## src/logic/apu_settings.svh

```systemverilog
`ifndef APU_SETTINGS_SVH
`define APU_SETTINGS_SVH

// channel count and register layout
`define APU_NUM_CH 2 // square tone channels
`define APU_CH_REGS 4 // registers per tone channel

// field widths
`define APU_LEN_BITS 6 // length field of register 1
`define APU_FREQ_BITS 11 // period field of registers 3 and 4

// 1 MHz enables per frame tick in test mode
`define APU_TEST_TICK_DIV 16

`endif

```

## src/logic/apu_audio_pkg.sv

```systemverilog
`include "apu_settings.svh"

package apu_audio_pkg;

	typedef logic [3:0] chan_level_t; // 0..15 per channel

	typedef logic [`APU_NUM_CH-1:0] chan_status_t; // one active flag per channel

	// ff24 and ff25 as seen by the mixer
	typedef struct packed {
		logic [2:0] right_vol;
		logic [2:0] left_vol;
		logic [1:0] vin; // left in bit 1, right in bit 0
		logic [7:0] pan; // right enables 3..0, left enables 7..4
	} mixer_cfg_t;

	typedef struct packed {
		logic [7:0] left;
		logic [7:0] right;
	} stereo_sample_t;

endpackage

```

## src/logic/apu_bus_pkg.sv

```systemverilog
package apu_bus_pkg;

	// cpu side request, low address byte only (high byte ff assumed)
	typedef struct packed {
		logic [7:0] addr;
		logic [7:0] wdata;
		logic       wr; // write strobe
		logic       rd; // read strobe
	} apu_bus_t;

	typedef enum logic [7:0] {
		nr10 = 8'h10, // sweep, not built
		nr11 = 8'h11, // ch1 duty and length
		nr12 = 8'h12, // ch1 volume
		nr13 = 8'h13, // ch1 period low
		nr14 = 8'h14, // ch1 trigger, length enable, period high
		nr21 = 8'h16, // ch2 duty and length
		nr22 = 8'h17,
		nr23 = 8'h18,
		nr24 = 8'h19,
		nr50 = 8'h24, // master volume
		nr51 = 8'h25, // panning
		nr52 = 8'h26 // power and status
	} apu_reg_e;

endpackage

```

## src/logic/apu_control.sv

```systemverilog
`include "apu_settings.svh"

module apu_control
	import apu_bus_pkg::*;
	import apu_audio_pkg::*;
(
	input  logic                          apuv_4mhz,
	input  logic                          rst_n,
	input  logic                          t1_nt2,
	input  logic                          byfe_128hz,
	input  apu_bus_t                      bus,
	input  chan_status_t                  status,
	input  logic [`APU_NUM_CH-1:0][7:0]   ch_rd_data,
	input  logic [`APU_NUM_CH-1:0]        ch_rd_hit,
	output logic [7:0]                    rd_data,
	output logic                          power_n_reset,
	output logic                          en_2mhz,
	output logic                          en_1mhz,
	output logic                          frame_tick,
	output logic                          power_on,
	output mixer_cfg_t                    mixer_cfg
);
	localparam int TICK_W = $clog2(`APU_TEST_TICK_DIV);

	logic [1:0]        div_cnt;
	logic [7:0]        vol_reg; // ff24
	logic [7:0]        pan_reg; // ff25
	logic              test_mode;
	logic [TICK_W-1:0] tick_cnt;
	logic              test_tick;
	logic [2:0]        tick_sync;
	logic              tick_rise;
	logic              wr_vol;
	logic              wr_pan;
	logic              wr_pwr;
	logic [7:0]        ch_byte;
	logic [7:0]        rd_next;

	assign wr_vol = bus.wr && (bus.addr == nr50);
	assign wr_pan = bus.wr && (bus.addr == nr51);
	assign wr_pwr = bus.wr && (bus.addr == nr52);

	// 4 MHz divided down, enables stay low through reset
	always_ff @(posedge apuv_4mhz or negedge rst_n) begin
		if (!rst_n)
			div_cnt <= '0;
		else
			div_cnt <= div_cnt + 2'd1;
	end

	assign en_2mhz = div_cnt[0];
	assign en_1mhz = en_2mhz && div_cnt[1]; // every second 2 MHz pulse

	// ff26, power bit and test latch; always writable
	always_ff @(posedge apuv_4mhz or negedge rst_n) begin
		if (!rst_n) begin
			power_on <= 1'b0;
			test_mode <= 1'b0;
		end else if (wr_pwr) begin
			power_on <= bus.wdata[7];
			test_mode <= bus.wdata[4] && t1_nt2; // needs the test pin high
		end
	end

	assign power_n_reset = rst_n && power_on;

	// ff24 and ff25, cleared one edge after power goes off
	always_ff @(posedge apuv_4mhz or negedge rst_n) begin
		if (!rst_n) begin
			vol_reg <= '0;
			pan_reg <= '0;
		end else if (!power_on) begin
			vol_reg <= '0;
			pan_reg <= '0;
		end else begin
			if (wr_vol)
				vol_reg <= bus.wdata;
			if (wr_pan)
				pan_reg <= bus.wdata;
		end
	end

	assign mixer_cfg = '{
		right_vol: vol_reg[2:0],
		left_vol:  vol_reg[6:4],
		vin:       {vol_reg[7], vol_reg[3]},
		pan:       pan_reg
	};

	// fast frame tick for test mode
	always_ff @(posedge apuv_4mhz or negedge rst_n) begin
		if (!rst_n)
			tick_cnt <= '0;
		else if (!test_mode)
			tick_cnt <= '0;
		else if (test_tick)
			tick_cnt <= '0;
		else if (en_1mhz)
			tick_cnt <= tick_cnt + 1'b1;
	end

	assign test_tick = en_1mhz && (tick_cnt == TICK_W'(`APU_TEST_TICK_DIV - 1));

	// 128 Hz tick comes from another clock domain
	always_ff @(posedge apuv_4mhz or negedge rst_n) begin
		if (!rst_n)
			tick_sync <= '0;
		else
			tick_sync <= {tick_sync[1:0], byfe_128hz};
	end

	assign tick_rise = tick_sync[1] && !tick_sync[2];
	assign frame_tick = test_mode ? test_tick : tick_rise;

	// channel byte, ff for anything nobody claims
	always_comb begin
		ch_byte = 8'hff;
		for (int i = 0; i < `APU_NUM_CH; i++) begin
			if (ch_rd_hit[i])
				ch_byte = ch_rd_data[i];
		end
	end

	always_comb begin
		case (bus.addr)
			nr50:    rd_next = power_on ? vol_reg : 8'h00;
			nr51:    rd_next = power_on ? pan_reg : 8'h00;
			nr52:    rd_next = {power_on, 3'b111, {(4 - `APU_NUM_CH){1'b0}}, status};
			default: rd_next = ch_byte;
		endcase
	end

	// read data held until the next read strobe
	always_ff @(posedge apuv_4mhz or negedge rst_n) begin
		if (!rst_n)
			rd_data <= '0;
		else if (bus.rd)
			rd_data <= rd_next;
	end

endmodule

```

## src/logic/apu_mixer.sv

```systemverilog
`include "apu_settings.svh"

module apu_mixer
	import apu_audio_pkg::*;
(
	input  logic                          apuv_4mhz,
	input  logic                          rst_n,
	input  logic                          power_on,
	input  chan_level_t [`APU_NUM_CH-1:0] levels,
	input  mixer_cfg_t                    cfg,
	output stereo_sample_t                sample
);
	localparam int SUM_W = $clog2(`APU_NUM_CH * 15 + 1); // 0..30 for two channels

	stereo_sample_t mix;

	// one side of the output, panned levels summed then scaled by vol + 1
	function automatic logic [7:0] mix_side(
		input chan_level_t [`APU_NUM_CH-1:0] lv,
		input logic [3:0]                    en,
		input logic [2:0]                    vol
	);
		logic [SUM_W-1:0] sum;
		sum = '0;
		for (int i = 0; i < `APU_NUM_CH; i++) begin
			if (en[i])
				sum = sum + SUM_W'(lv[i]);
		end
		return 8'(sum) * (8'(vol) + 8'd1); // at most 240
	endfunction

	always_comb begin
		mix.left = mix_side(levels, cfg.pan[7:4], cfg.left_vol);
		mix.right = mix_side(levels, cfg.pan[3:0], cfg.right_vol);
	end

	// one cycle behind the levels
	always_ff @(posedge apuv_4mhz or negedge rst_n) begin
		if (!rst_n)
			sample <= '0;
		else if (!power_on)
			sample <= '0; // silent while powered down
		else
			sample <= mix;
	end

endmodule

```

## src/logic/apu_square_channel.sv

```systemverilog
`include "apu_settings.svh"

module apu_square_channel
	import apu_bus_pkg::*;
	import apu_audio_pkg::*;
#(
	parameter apu_reg_e BASE = nr11 // address of register 1
) (
	input  logic        apuv_4mhz,
	input  logic        rst_n,
	input  logic        power_n_reset,
	input  logic        en_1mhz,
	input  logic        frame_tick,
	input  apu_bus_t    bus,
	output chan_level_t level,
	output logic        active,
	output logic [7:0]  rd_byte,
	output logic        rd_hit
);
	localparam int LW = `APU_LEN_BITS;
	localparam int FW = `APU_FREQ_BITS;

	logic [7:0]    offset;
	logic          hit;
	logic          wr_hit;
	logic          trigger;
	logic [1:0]    duty;
	logic [LW-1:0] len_load;
	logic [7:0]    env_reg; // volume in the upper nibble
	logic [FW-1:0] freq;
	logic [FW-1:0] trig_freq;
	logic          len_en;
	logic [LW:0]   len_cnt;
	logic [FW:0]   timer;
	logic [2:0]    step;
	logic [7:0]    pattern;
	logic [7:0]    ro_bits;
	logic [7:0]    wo_mask;

	assign offset = bus.addr - 8'(BASE); // wraps high below base
	assign hit = offset < 8'(`APU_CH_REGS);
	assign wr_hit = bus.wr && hit;
	assign rd_hit = bus.rd && hit;
	assign trigger = wr_hit && (offset[1:0] == 2'd3) && bus.wdata[7];
	assign trig_freq = {bus.wdata[FW-9:0], freq[7:0]}; // period high from the same write

	always_ff @(posedge apuv_4mhz or negedge rst_n) begin
		if (!rst_n) begin
			duty <= '0;
			len_load <= '0;
			env_reg <= '0;
			freq <= '0;
			len_en <= 1'b0;
		end else if (!power_n_reset) begin
			duty <= '0;
			len_load <= '0;
			env_reg <= '0;
			freq <= '0;
			len_en <= 1'b0;
		end else if (wr_hit) begin
			case (offset[1:0])
				2'd0: begin
					duty <= bus.wdata[7:6];
					len_load <= bus.wdata[LW-1:0];
				end
				2'd1: env_reg <= bus.wdata;
				2'd2: freq[7:0] <= bus.wdata;
				default: begin
					len_en <= bus.wdata[6];
					freq[FW-1:8] <= bus.wdata[FW-9:0];
				end
			endcase
		end
	end

	always_ff @(posedge apuv_4mhz or negedge rst_n) begin
		if (!rst_n) begin
			active <= 1'b0;
			len_cnt <= '0;
			timer <= '0;
			step <= '0;
		end else if (!power_n_reset) begin
			active <= 1'b0;
			len_cnt <= '0;
			timer <= '0;
			step <= '0;
		end else if (trigger && (env_reg[7:4] != 4'd0)) begin
			active <= 1'b1;
			len_cnt <= (LW+1)'(1 << LW) - {1'b0, len_load}; // 64 - length
			timer <= (FW+1)'(1 << FW) - {1'b0, trig_freq}; // 2048 - period
			step <= '0;
		end else begin
			if (en_1mhz) begin
				if (timer <= (FW+1)'(1)) begin
					timer <= (FW+1)'(1 << FW) - {1'b0, freq};
					step <= step + 3'd1;
				end else begin
					timer <= timer - 1'b1;
				end
			end
			if (frame_tick && len_en && active && (len_cnt != '0)) begin
				len_cnt <= len_cnt - 1'b1;
				if (len_cnt == (LW+1)'(1))
					active <= 1'b0; // length ran out
			end
		end
	end

	always_comb begin
		case (duty)
			2'd0:    pattern = 8'b0000_0001; // 12.5 %
			2'd1:    pattern = 8'b1000_0001; // 25 %
			2'd2:    pattern = 8'b1000_0111; // 50 %
			default: pattern = 8'b0111_1110; // 75 %
		endcase
	end

	assign level = (active && pattern[step]) ? env_reg[7:4] : '0;

	// write-only fields read back as ones
	always_comb begin
		case (offset[1:0])
			2'd0: begin
				ro_bits = {duty, {LW{1'b0}}};
				wo_mask = {2'b00, {LW{1'b1}}};
			end
			2'd1: begin
				ro_bits = env_reg;
				wo_mask = 8'h00;
			end
			2'd2: begin
				ro_bits = 8'h00;
				wo_mask = 8'hff;
			end
			default: begin
				ro_bits = {1'b0, len_en, 6'h00};
				wo_mask = 8'hbf;
			end
		endcase
	end

	assign rd_byte = (power_n_reset ? ro_bits : 8'h00) | wo_mask; // stored bits hidden when off

endmodule

```

## src/logic/apu_top.sv

```systemverilog
`include "apu_settings.svh"

module apu_top
	import apu_bus_pkg::*;
	import apu_audio_pkg::*;
(
	input  logic           apuv_4mhz,
	input  logic           rst_n,
	input  logic           t1_nt2,
	input  logic           byfe_128hz,
	input  apu_bus_t       bus,
	output logic [7:0]     rd_data,
	output stereo_sample_t sample
);
	logic                          power_n_reset;
	logic                          en_1mhz;
	logic                          frame_tick;
	logic                          power_on;
	mixer_cfg_t                    mixer_cfg;
	chan_level_t [`APU_NUM_CH-1:0] levels;
	chan_status_t                  status;
	logic [`APU_NUM_CH-1:0][7:0]   ch_rd_data;
	logic [`APU_NUM_CH-1:0]        ch_rd_hit;

	apu_control u_control (
		.apuv_4mhz     (apuv_4mhz),
		.rst_n         (rst_n),
		.t1_nt2        (t1_nt2),
		.byfe_128hz    (byfe_128hz),
		.bus           (bus),
		.status        (status),
		.ch_rd_data    (ch_rd_data),
		.ch_rd_hit     (ch_rd_hit),
		.rd_data       (rd_data),
		.power_n_reset (power_n_reset),
		.en_2mhz       (), // only the 1 MHz enable is needed by the channels
		.en_1mhz       (en_1mhz),
		.frame_tick    (frame_tick),
		.power_on      (power_on),
		.mixer_cfg     (mixer_cfg)
	);

	apu_square_channel #(.BASE(nr11)) u_ch1 (
		.apuv_4mhz     (apuv_4mhz),
		.rst_n         (rst_n),
		.power_n_reset (power_n_reset),
		.en_1mhz       (en_1mhz),
		.frame_tick    (frame_tick),
		.bus           (bus),
		.level         (levels[0]),
		.active        (status[0]),
		.rd_byte       (ch_rd_data[0]),
		.rd_hit        (ch_rd_hit[0])
	);

	apu_square_channel #(.BASE(nr21)) u_ch2 (
		.apuv_4mhz     (apuv_4mhz),
		.rst_n         (rst_n),
		.power_n_reset (power_n_reset),
		.en_1mhz       (en_1mhz),
		.frame_tick    (frame_tick),
		.bus           (bus),
		.level         (levels[1]),
		.active        (status[1]),
		.rd_byte       (ch_rd_data[1]),
		.rd_hit        (ch_rd_hit[1])
	);

	apu_mixer u_mixer (
		.apuv_4mhz (apuv_4mhz),
		.rst_n     (rst_n),
		.power_on  (power_on),
		.levels    (levels),
		.cfg       (mixer_cfg),
		.sample    (sample)
	);

endmodule

```

## config.mk

```make
export PLATFORM = sky130hd
export DESIGN_NAME = apu_top
export DESIGN_NICKNAME = d
export VERILOG_FILES = /design/src/logic/apu_audio_pkg.sv /design/src/logic/apu_bus_pkg.sv /design/src/logic/apu_control.sv /design/src/logic/apu_mixer.sv /design/src/logic/apu_square_channel.sv /design/src/logic/apu_top.sv
export VERILOG_INCLUDE_DIRS = /design/src /design/src/logic
export SDC_FILE = /design/constraint.sdc
export NUM_CORES = 1
export LEC_CHECK = 0
export BUFFER_PORTS_ARGS = -buffer_cell sky130_fd_sc_hd__buf_2
export CAP_MARGIN = 15
export CORE_UTILIZATION = 45
export CTS_CLUSTER_DIAMETER = 80
export DETAILED_ROUTE_END_ITERATION = 10
export HOLD_SLACK_MARGIN = 0.05
export PLACE_DENSITY = 0.7
export SETUP_SLACK_MARGIN = 0.15
export SLEW_MARGIN = 20
export SYNTH_ARGS = -nofsm -noshare
export SYNTH_HDL_FRONTEND = slang
export SYNTH_HIERARCHICAL = 1
export SYNTH_SLANG_ARGS = --single-unit
```

## constraint.sdc

```tcl
create_clock -name apuv_4mhz -period 5.4 [get_ports apuv_4mhz]
set_clock_uncertainty 0.05 [all_clocks]
set_input_delay 1.08 -clock apuv_4mhz [delete_from_list [all_inputs] [get_ports apuv_4mhz]]
set_output_delay 1.08 -clock apuv_4mhz [all_outputs]
set_load 0.01 [all_outputs]
```

==> results.json <==
{
  "vias": 8908,
  "drive_gt1_share_pct": 13.6,
  "cts-buffers-inserted": 17,
  "status": "complete, no violations",
  "dr.pass1.iters": 6,
  "ys.warnings.count": 6,
  "path_common_cell": "inv_1",
  "grt_pass1_vias": 8558,
  "min_period_ns": 5.02,
  "regArea_sq_um": 3830,
  "areaGrowthSynthToFinish_pct": 11.4,
  "leakagePower_nw": 5.00,
  "use_met2_pct": 36.8,
  "dpl-instance-area_sq_um": 11200,
  "fillers": 2206,
  "root_buffer": "clkbuf_16",
  "reg_top3": "u_mixer/sample (16), u_ch1/timer (12), u_ch2/timer (12)",
  "grt_pass1_wl_um": 44100,
  "ys_types": 91,
  "gp_congestion": 0.882,
  "drt_wl_total_um": 27100,
  "netlist_area_sq_um": 10700,
  "final_util_pct": 50.9,
  "place_hpwl_um": 18500,
  "cts_tree": "built",
  "critPathMaxFanout": 4,
  "wire_per_inst_um": 17.7,
  "cts_sinks": 153,
  "critical_path_arrival_ns": 5.28,
  "critPathTopFamily": "adder cells",
  "p_total_mw": 2.57,
  "ys_async_sr_fraction_pct": 100,
  "maxCapViolCount": 0,
  "hold_class": "reg -> reg",
  "drc": 0,
  "grt_use_total_pct": 22.9,
  "finalSetupTns_ns": 0,
  "cp-start-kind": "register",
  "regMostFlops": "u_mixer/sample",
  "reg2reg_depth": 25,
  "path_buf_inv": 5,
  "worst_slew_pin_slew_ns": 1.03,
  "cp_slowest_cell": "fa_1",
  "die_h_um": 156,
  "rsz0062_at_grt": "false",
  "p_per_area_nw_per_um2": 216,
  "fin_area_sq_um": 11900,
  "vias_per_cell": 5.83,
  "met1_usage_pct": 30.8,
  "dieArea_sq_um": 24400,
  "start_util_pct": 45.7,
  "reg2reg_from": "u_ch1/duty[0]$_DFFE_PN0P_",
  "insertion_delay_ns": 0.43,
  "cpPeakStageDelay_ns": 0.52,
  "coreArea_sq_um": 23400,
  "synth-seq-cells": 153,
  "end_kind": "register",
  "clock.fmax_mhz": 199,
  "port_buffers": 45,
  "endpoint": "u_mixer/sample[7]$_DFF_PN0_",
  "layout_commonest_cell": "dfrtp_1",
  "ant_nets": 0,
  "cts_max_path_buffers": 2,
  "grt_max_degree": 71,
  "r2r_end": "u_mixer/sample[7]$_DFF_PN0_",
  "synth-edff-count": 0,
  "peakVddDrop_mv": 0.162,
  "pin_count": 46,
  "syn_avg_cell_area_sq_um": 9.23,
  "num_rows": 56,
  "multi_input_area_sq_um": 6450,
  "synth_flop_cell": "dfrtp_1",
  "fp.dieW_um": 156,
  "final_cell_mix": "dfrtp_1 (153), nor2_1 (101), inv_1 (65), nand2_1 (65), mux2i_1 (58)",
  "rrSetupSlack_ns": 0.38,
  "clk_pin_slew_ns": 0.06,
  "worst-path-stages": 25,
  "largest_register_ff_count": 16,
  "startpoint": "u_ch1/duty[0]$_DFFE_PN0P_",
  "met3_usage_pct": 3.72,
  "worstSetupPathType": "reg -> reg",
  "period_share_pct": 92.9,
  "syn-num-nets": 1255,
  "htreeDepth": 4,
  "drt_iter0_markers": 763,
  "slew_headroom_pct": 31.1,
  "synth_cells": 1159,
  "maxSlewViolCount": 0,
  "setup_viol": 0,
  "ys_seq_area_share_pct": 35.8,
  "crit_required_ns": 5.66,
  "grt_overflow_total": 0,
  "grt_antenna_before_repair": 3,
  "grt-busiest-layer": "met2",
  "nets": 1290,
  "hold_viol_final": 0
}
through the flow:
stage	instances	worst slack (ns)	hold slack (ns)
6_report	1527	0.381	0.300
5_1_grt	1527	0.106	0.315
4_1_cts	1521	0.152	0.306
3_5_place_dp	1489	0.215	0.292
3_3_place_gp	1489	0.367	0.290
2_1_floorplan	1159	0.568	0.281
metal layers:
layer,share of wire (%),wire length (um),vias up
met3,6.1,1660,55
met4,2.5,667,2
met1,45,12100,4325
met2,47,12600,314
li1,-,-,4212
met5,0.041,11,-
cell usage after synthesis, types with 6 or more instances:
master | n | area [sq um]
buf_2 | 11 | 55.1
ha_1 | 60 | 751
a21o_1 | 14 | 105
mux2_2 | 9 | 101
nor4_1 | 13 | 81.3
a21oi_1 | 55 | 275
xnor2_1 | 36 | 315
inv_1 | 66 | 248
o21ai_1 | 16 | 80.1
and3_1 | 9 | 56.3
o21ai_0 | 48 | 240
nand2b_1 | 13 | 81.3
o221ai_1 | 6 | 52.6
and2_1 | 22 | 138
nor3_1 | 33 | 165
o22ai_1 | 13 | 81.3
nand4_1 | 10 | 62.6
buf_6 | 6 | 67.6
nand3_1 | 42 | 210
fa_1 | 14 | 280
o41ai_1 | 6 | 52.6
o31a_1 | 8 | 70.1
or4_1 | 8 | 60.1
o31ai_1 | 6 | 45.0
o211ai_1 | 11 | 82.6
a31oi_1 | 9 | 56.3
clkbuf_1 | 30 | 113
nand3b_1 | 7 | 52.6
nor2_1 | 102 | 383
xor2_1 | 26 | 228
nor3b_1 | 9 | 67.6
dfrtp_1 | 153 | 3830
nor2b_1 | 53 | 332
or2_2 | 6 | 37.5
nand2_1 | 67 | 251
mux2i_1 | 60 | 601
a211oi_1 | 13 | 97.6
logic make-up after synthesis:
kind of cell	after synthesis	synth area share (%)
buf+inv	119	4.85
flops	153	35.8
compound gates	254	16.1
mux	71	6.77
xor+xnor	62	5.07
simple gates	425	21.7
fa+ha+maj	75	9.73
repair_timing:
action	in CTS	in global routing
hold buffers	0	0
resized for setup	0	23
setup endpoints to repair	0	3
setup buffers	0	5
worst min-delay path by stage:
stage	end	slack [ns]	start	depth (start not counted)
after floorplan	u_control/tick_sync[1]$_DFF_PN0_	0.28	u_control/tick_sync[0]$_DFF_PN0_	0
after global placement	u_control/tick_sync[1]$_DFF_PN0_	0.29	u_control/tick_sync[0]$_DFF_PN0_	0
after detailed placement	u_control/tick_sync[1]$_DFF_PN0_	0.29	u_control/tick_sync[0]$_DFF_PN0_	0
after CTS	u_control/tick_sync[1]$_DFF_PN0_	0.31	u_control/tick_sync[0]$_DFF_PN0_	0
after global routing	u_control/tick_sync[1]$_DFF_PN0_	0.32	u_control/tick_sync[0]$_DFF_PN0_	0
final	u_control/tick_sync[1]$_DFF_PN0_	0.30	u_control/tick_sync[0]$_DFF_PN0_	0
power breakdown:
group          total, mW  switching (mW)  leakage, nW  internal (mW)
combinational      0.164           0.116         2.63         0.0477
sequential          1.18          0.0155         2.08           1.16
clock               1.23           0.524        0.292          0.705
total               2.57           0.656         5.00           1.92
final cells by class:
type	instances	area share, %
clock inverter	14	1.34
sequential	153	32.1
inverter	70	2.20
antenna	1	0.0210
multi-input combinational	887	54.1
clock buffer	18	3.68
tap	319	3.35
timing repair buffer	65	3.20
Note: power is estimated with default switching activity, not from simulation.
